$ cat config.mk
export PLATFORM = sky130hd
export DESIGN_NAME = rip_walk_top
export DESIGN_NICKNAME = d
export VERILOG_FILES = /design/src/rip_const.sv /design/src/rip_walk_top.sv /design/src/rip_pseudo_core.sv /design/src/rip_mmu.sv /design/src/rip_sram.sv
export SDC_FILE = /design/constraint.sdc
export NUM_CORES = 2
export LEC_CHECK = 0
export BUFFER_PORTS_ARGS = -buffer_cell sky130_fd_sc_hd__buf_2
export CAP_MARGIN = 20
export CORE_MARGIN = 2
export CORE_UTILIZATION = 45
export CTS_CLUSTER_DIAMETER = 120
export DETAILED_ROUTE_END_ITERATION = 6
export PLACE_DENSITY = 0.6
export RECOVER_POWER = 50
export SYNTH_ARGS = -nofsm -noshare
export SYNTH_HDL_FRONTEND = slang
export SYNTH_HIERARCHICAL = 1
export SYNTH_SLANG_ARGS = --single-unit
$ cat constraint.sdc
create_clock -name clk -period 4.8 [get_ports clk]
set_input_delay 0 -clock clk [delete_from_list [all_inputs] [get_ports clk]]
set_output_delay 0 -clock clk [all_outputs]
set_load 0.005 [all_outputs]
$ cat src/rip_const.sv
package rip_const;

    // ------------------------------------------------------------------------
    // widths
    // ------------------------------------------------------------------------
    localparam int ADDR_WIDTH = 32;           // byte address
    localparam int DATA_WIDTH = 32;
    localparam int B_WIDTH    = 8;
    localparam int BYTES      = DATA_WIDTH / B_WIDTH;

    // one memory word seen whole or as byte lanes
    typedef union packed {
        logic [DATA_WIDTH-1:0]           word;
        logic [BYTES-1:0][B_WIDTH-1:0]   bytes;
    } mem_word_u;

    // ------------------------------------------------------------------------
    // port request / response
    // ------------------------------------------------------------------------
    typedef struct packed {
        logic                  re;   // read request, held until accepted
        logic [BYTES-1:0]      we;   // byte lane write enables
        logic [ADDR_WIDTH-1:0] addr;
        mem_word_u             din;
    } mem_req_s;

    typedef struct packed {
        logic      busy;
        mem_word_u dout;             // last read word of this port
    } mem_resp_s;

    // status seen outside the pseudo core
    typedef enum logic [1:0] {
        idle    = 2'b00,
        init    = 2'b01,
        reading = 2'b10,
        writing = 2'b11
    } core_status_e;

endpackage
$ cat src/rip_walk_top.sv
module rip_walk_top #(
    parameter int DATA_LEN    = 16,
    parameter int MEM_WORDS   = 64,
    parameter int WAIT_STATES = 2
) (
    input  logic                            clk,
    input  logic                            rstn,
    input  logic [rip_const::ADDR_WIDTH-1:0] mem_head,
    output rip_const::core_status_e         status,
    input  rip_const::mem_req_s             dbg_req,
    output rip_const::mem_resp_s            dbg_resp
);
    rip_const::mem_req_s              core_req;
    rip_const::mem_resp_s             core_resp;
    logic                             mem_stb;
    logic [rip_const::BYTES-1:0]      mem_we;
    logic [rip_const::ADDR_WIDTH-1:0] mem_addr;
    rip_const::mem_word_u             mem_wdata;
    rip_const::mem_word_u             mem_rdata;
    logic                             mem_done;

    rip_pseudo_core #(.DATA_LEN(DATA_LEN)) core (
        .clk(clk), .rstn(rstn), .mem_head(mem_head),
        .status(status), .req(core_req), .resp(core_resp)
    );

    // port 1 core, port 2 debug
    rip_mmu #(.WAIT_STATES(WAIT_STATES)) mmu (
        .clk(clk), .rstn(rstn),
        .req_1(core_req), .req_2(dbg_req),
        .resp_1(core_resp), .resp_2(dbg_resp),
        .mem_stb(mem_stb), .mem_we(mem_we), .mem_addr(mem_addr),
        .mem_wdata(mem_wdata), .mem_rdata(mem_rdata), .mem_done(mem_done)
    );

    rip_sram #(.MEM_WORDS(MEM_WORDS), .WAIT_STATES(WAIT_STATES)) sram (
        .clk(clk), .rstn(rstn),
        .stb(mem_stb), .we(mem_we), .addr(mem_addr),
        .wdata(mem_wdata), .rdata(mem_rdata), .done(mem_done)
    );

endmodule

$ cat src/rip_pseudo_core.sv
module rip_pseudo_core #(
    parameter int DATA_LEN = 16
) (
    input  logic                            clk,
    input  logic                            rstn,
    input  logic [rip_const::ADDR_WIDTH-1:0] mem_head,
    output rip_const::core_status_e         status,
    output rip_const::mem_req_s             req,
    input  rip_const::mem_resp_s            resp
);
    localparam int unsigned AW = rip_const::ADDR_WIDTH;

    typedef enum logic [2:0] {
        st_sleep,
        st_init,
        st_read,
        st_readwait,
        st_write,
        st_writewait
    } state_e;

    state_e        state;
    logic [AW-1:0] mem_offset;    // latched walk base
    logic [AW-1:0] cnt;           // words done
    logic [AW-1:0] addr;
    logic          more;

    assign addr = mem_offset | (cnt << 2);
    assign more = cnt < AW'(DATA_LEN);

    always_comb begin
        case (state)
            st_sleep:                  status = rip_const::idle;
            st_read, st_readwait:      status = rip_const::reading;
            st_write, st_writewait:    status = rip_const::writing;
            default:                   status = rip_const::init;
        endcase
    end

    // ------------------------------------------------------------------------
    // walk FSM
    // ------------------------------------------------------------------------
    always_ff @(posedge clk) begin
        if (!rstn) begin
            state      <= st_sleep;
            mem_offset <= '0;
            cnt        <= '0;
            req        <= '0;
        end else begin
            case (state)
                st_sleep: begin
                    if (mem_head != '1) begin
                        mem_offset <= mem_head;
                        cnt        <= '0;
                        state      <= st_init;
                    end
                end
                st_init: begin
                    // head must be stable for a cycle before the walk starts
                    if (mem_offset == mem_head) begin
                        req.addr <= addr;
                        req.re   <= 1'b1;
                        state    <= st_read;
                    end else begin
                        state <= st_sleep;
                    end
                end
                st_read: begin
                    if (!resp.busy) begin   // accepted at this edge
                        req.re <= 1'b0;
                        state  <= st_readwait;
                    end
                end
                st_readwait: begin
                    if (!resp.busy) begin
                        req.din.word <= resp.dout.word + 1'b1;
                        req.we       <= '1;
                        state        <= st_write;
                    end
                end
                st_write: begin
                    if (!resp.busy) begin
                        req.we <= '0;
                        cnt    <= cnt + 1'b1;
                        state  <= st_writewait;
                    end
                end
                st_writewait: begin
                    if (!resp.busy) begin
                        if (more) begin
                            req.addr <= addr;
                            req.re   <= 1'b1;
                            state    <= st_read;
                        end else begin
                            state <= st_sleep;
                        end
                    end
                end
                default: state <= st_sleep;
            endcase
        end
    end

    a_rw_exclusive: assert property (@(posedge clk) disable iff (!rstn)
        !(req.re && |req.we))
        else $error("core requests read and write at once");

endmodule

$ cat src/rip_mmu.sv
module rip_mmu #(
    parameter int WAIT_STATES = 2
) (
    input  logic                            clk,
    input  logic                            rstn,
    input  rip_const::mem_req_s             req_1,
    input  rip_const::mem_req_s             req_2,
    output rip_const::mem_resp_s            resp_1,
    output rip_const::mem_resp_s            resp_2,
    output logic                            mem_stb,
    output logic [rip_const::BYTES-1:0]     mem_we,
    output logic [rip_const::ADDR_WIDTH-1:0] mem_addr,
    output rip_const::mem_word_u            mem_wdata,
    input  rip_const::mem_word_u            mem_rdata,
    input  logic                            mem_done
);
    logic                 valid_1;
    logic                 valid_2;
    logic                 accept;
    logic                 busy;
    logic                 sel_2;     // port 2 owns the current transaction
    logic                 rd;        // current transaction is a read
    rip_const::mem_req_s  win;
    rip_const::mem_word_u dout_1;
    rip_const::mem_word_u dout_2;

    assign valid_1 = req_1.re | (|req_1.we);
    assign valid_2 = req_2.re | (|req_2.we);
    assign win     = valid_1 ? req_1 : req_2;    // port 1 has priority
    assign accept  = !busy && (valid_1 || valid_2);

    assign resp_1.busy = busy;
    assign resp_1.dout = dout_1;
    assign resp_2.busy = busy;
    assign resp_2.dout = dout_2;

    // ------------------------------------------------------------------------
    // sequencer
    // ------------------------------------------------------------------------
    always_ff @(posedge clk) begin
        if (!rstn) begin
            busy    <= 1'b0;
            mem_stb <= 1'b0;
            mem_we  <= '0;
            sel_2   <= 1'b0;
            rd      <= 1'b0;
        end else if (accept) begin
            busy    <= 1'b1;
            mem_stb <= 1'b1;                // single cycle
            mem_we  <= win.we;
            sel_2   <= !valid_1;
            rd      <= win.re;
        end else if (busy) begin
            mem_stb <= 1'b0;
            if (mem_done) begin
                busy   <= 1'b0;
                mem_we <= '0;
            end
        end
    end

    always_ff @(posedge clk) begin
        if (accept) begin
            mem_addr  <= win.addr;
            mem_wdata <= win.din;
        end
    end

    // read data goes back to whichever port won
    always_ff @(posedge clk) begin
        if (busy && mem_done && rd) begin
            if (sel_2) begin
                dout_2 <= mem_rdata;
            end else begin
                dout_1 <= mem_rdata;
            end
        end
    end

    a_done_after_stb: assert property (@(posedge clk) disable iff (!rstn)
        mem_done |-> busy && $past(mem_stb, WAIT_STATES + 1))
        else $error("memory done without a matching strobe");

    a_busy_accepted: assert property (@(posedge clk) disable iff (!rstn)
        $rose(busy) |-> $past(valid_1 || valid_2))
        else $error("busy raised with no request pending");

endmodule

$ cat src/rip_sram.sv
module rip_sram #(
    parameter int MEM_WORDS   = 64,
    parameter int WAIT_STATES = 2
) (
    input  logic                            clk,
    input  logic                            rstn,
    input  logic                            stb,
    input  logic [rip_const::BYTES-1:0]     we,
    input  logic [rip_const::ADDR_WIDTH-1:0] addr,
    input  rip_const::mem_word_u            wdata,
    output rip_const::mem_word_u            rdata,
    output logic                            done
);
    localparam int AW    = rip_const::ADDR_WIDTH;
    localparam int DW    = rip_const::DATA_WIDTH;
    localparam int IDX_W = $clog2(MEM_WORDS);
    localparam int CW    = $clog2(WAIT_STATES + 2);
    localparam logic [DW-1:0] INIT_PATTERN = 32'hc0de0000;

    rip_const::mem_word_u mem [MEM_WORDS];
    rip_const::mem_word_u merged;
    logic [IDX_W-1:0]     idx;
    logic [CW-1:0]        cnt;
    logic                 active;

    assign idx  = addr[IDX_W+1:2];
    assign done = active && (cnt == '0);

    // known contents at power up
    initial begin
        for (int i = 0; i < MEM_WORDS; i++) begin
            mem[i].word = DW'(i) ^ INIT_PATTERN;
        end
    end

    always_comb begin
        merged = mem[idx];
        for (int b = 0; b < rip_const::BYTES; b++) begin
            if (we[b]) merged.bytes[b] = wdata.bytes[b];
        end
    end

    always_ff @(posedge clk) begin
        if (stb) begin
            rdata <= mem[idx];               // old word
            if (|we) mem[idx] <= merged;
        end
    end

    // ------------------------------------------------------------------------
    // done lands WAIT_STATES+1 cycles after stb
    // ------------------------------------------------------------------------
    always_ff @(posedge clk) begin
        if (!rstn) begin
            active <= 1'b0;
            cnt    <= '0;
        end else if (stb) begin
            active <= 1'b1;
            cnt    <= CW'(WAIT_STATES);
        end else if (active) begin
            if (cnt == '0) active <= 1'b0;
            else           cnt    <= cnt - 1'b1;
        end
    end

    a_addr_range: assert property (@(posedge clk) disable iff (!rstn)
        stb |-> addr[AW-1:2] < MEM_WORDS)
        else $error("word index out of range");

endmodule

==> flow_summary.toml <==
[clocking]
htree_levels = 4
tritoncts = "built"
path_clk_slew_ns = 0.06
cts_buffer_depth = 3
numCtsBuffers = 217
clockRootBuffer = "clkbuf_16"
insertion_delay_ns = 0.91
cts-resized-gates = 0
clock-sinks = 2300

[job]
maxCapViolations = 22

[sta]
finalSetupViolations = 5
timing.hold.ws_ns = 0.05866
post-route-min-period_ns = 4.803
drv_slew = 532
max_slew.worst_pin.slew_ns = 2.627
hold_violations = 0
fin_ws_ns = -0.002617
timing.fmax_ghz = 0.2082
relSlewSlack_pct = -75.15
period_share_pct = 100.1
finClkSkew_ns = 0.06642
finalSetupTns_ns = -0.005551
rsz0062_at_grt = "no"

[synth]
synthCells = 5463
syn-cell-area_um2 = 90010
syn_avg_cell_area_um2 = 16.48
synth_nets = 5568
yosys_warnings = 6

[global_routing]
grt.total_usage_pct = 32.45
grt_overflow = 0
grt_max_degree = 105
grt_pass1_wl_um = 459000
antenna_found_initial = 9
grt_pass1_vias = 56120

[routing]
firstDrtPassIters = 7
ant_nets = 0
vias = 59720
wl_um = 337500
first_iter_violations = 9793
via_per_inst = 6.786
wl_per_cell_um = 38.36
drc = 1

[pwr]
p_per_area_nw_per_um2 = 428.6
peakVddDrop_mv = 0.4758
swShare_pct = 25.04
switchingPower_uw = 11280
p_clk_share_pct = 37.9
leakagePower_uw = 0.03322
seqPwrFrac_pct = 51.5
p_int_uw = 33760
comb_power_share_pct = 10.6

[outcome]
status = "complete, but fails checks"
violations = "design-rule violations, max-capacitance violations, max-slew violations, negative setup slack"

[cells_and_area]
drive_above_1_share_pct = 17.16
regArea_um2 = 67890
fillers = 15850
fin_nets = 6069
area_delta_synth_final_pct = 16.74
multi_input_area_um2 = 20480

[setup_path]
crit_required_ns = 5.36
worstRegToRegCells = 6
rr_startpoint = "mmu/mem_addr[2]$_DFFE_PP_"
crit_start = "mmu/mem_addr[2]$_DFFE_PP_"
path_class = "register to register"
end_kind = "register"
cp_max_fo = 41
crit_arrival_ns = 5.37
cpPeakStageDelay_ns = 1.34
startpoint_type = "register"
crit_chain = "buf_12 -> clkbuf_1 -> and3b_1 -> nand2_1 -> nor2_1 -> buf_4"
crit_path_end = "sram/mem[43][3]$_DFFE_PP_"
regToRegEndpoint = "sram/mem[43][3]$_DFFE_PP_"
reg2reg_slack_ns = -0.003
slowest_stage = "nor2_1"

[die]
core_area_um2 = 199200
dieArea_um2 = 203600
io_pins = 138
die_w_um = 451.2
start_util_pct = 45.18
die_h_um = 451.2
rows = 164

[hold_path]
hold-path-cell-count = 3
hold_path.class = "primary input to register"

[placed_design]
gp_congestion = 0.9334
port_buffers = 111
dpl.hpwl_um = 202900
==> flip-flops by register name, summed over array words and instances, names as in the netlist, 2 cells and up <==
name             cells
core/mem_offset     32
core/state           3
core/req            40
mmu/mem_we           4
sram/mem          2048
mmu/dout_1          32
mmu/mem_wdata       32
core/cnt            32
sram/cnt             2
mmu/mem_addr         6
sram/rdata          32
mmu/dout_2          32
==> worst min-delay path by stage <==
stage / from / to / slack [ns]
2_1_floorplan: rstn / sram/active$_SDFF_PN0_ / 0.12
3_3_place_gp: mem_head[1] / core/mem_offset[1]$_SDFFE_PN0P_ / 0.27
3_5_place_dp: mem_head[16] / core/mem_offset[16]$_SDFFE_PN0P_ / 0.28
4_1_cts: dbg_req[16] / mmu/mem_wdata[16]$_DFFE_PP_ / 0.00003
5_1_grt: dbg_req[5] / mmu/mem_wdata[5]$_DFFE_PP_ / 0.04
6_report: dbg_req[16] / mmu/mem_wdata[16]$_DFFE_PP_ / 0.06
==> worst max-delay path, delay by kind of cell, from the launching register on <==
family                 cells  cell delay [ns]
AND/OR/NAND/NOR            3             2.80
flip-flops                 1             0.38
buffers and inverters      3             1.21
==> area by class of cell <==
cell class                      instances  area share, %
Antenna cell                            1       0.002381
Clock buffer                          264          5.374
Clock inverter                        134          1.317
Inverter                               19        0.07740
Multi-Input combinational cell       2726          19.49
Sequential cell                      2300          64.60
Tap cell                             2656          3.163
Timing Repair Buffer                  700          5.969
==> power groups by stage <==
stage / clock network, µW / registers (µW) / logic (µW)
after floorplan: 0 / 23700 / 2020
after global placement: 0 / 23600 / 4430
after detailed placement: 0 / 23600 / 4520
after CTS: 17200 / 23200 / 4640
after global routing: 17900 / 23200 / 4860
final: 17100 / 23200 / 4770
==> per-stage QoR <==
| step | power [µW] | util, % | worst slack [ns] | instance area [µm²] | instances |
|---|---|---|---|---|---|
| 6_report | 45040 | 52.74 | -0.002617 | 105100 | 8800 |
| 5_1_grt | 45980 | 52.74 | 0.1329 | 105100 | 8799 |
| 4_1_cts | 44980 | 53.16 | 0.4187 | 105900 | 8798 |
| 3_5_place_dp | 28130 | 48.81 | 0.4490 | 97250 | 8237 |
| 3_3_place_gp | 28030 | 48.79 | 0.2483 | 97220 | 8233 |
| 2_1_floorplan | 25690 | - | 0.2506 | 90010 | 5463 |
==> timing repair <==
item | in CTS | in global routing
setup buffers | 0 | 0
hold buffers | 163 | 0
endpoints found under the hold margin | 131 | 0
==> per-layer routing <==
layer  vias to the layer above  wire (µm)  GRT usage (%)
li1                      23450          -              -
met4                        16      22620          16.80
met2                      4974     144000          47.57
met1                     30240     119800          43.13
met5                         -        103              0
met3                      1035      51040          10.66
==> layout by cell type (no fill, tap or decap), drive strengths merged, types with 148 or more instances in the layout <==
cell type / instances
a221oi: 244
nor2: 206
mux2i: 148
a22oi: 434
o22ai: 182
a21oi: 165
edfxtp: 2182
nand2: 179
buf: 412
clkbuf: 389
dlygate4sd3: 163
(Power assumes the default switching activity.)
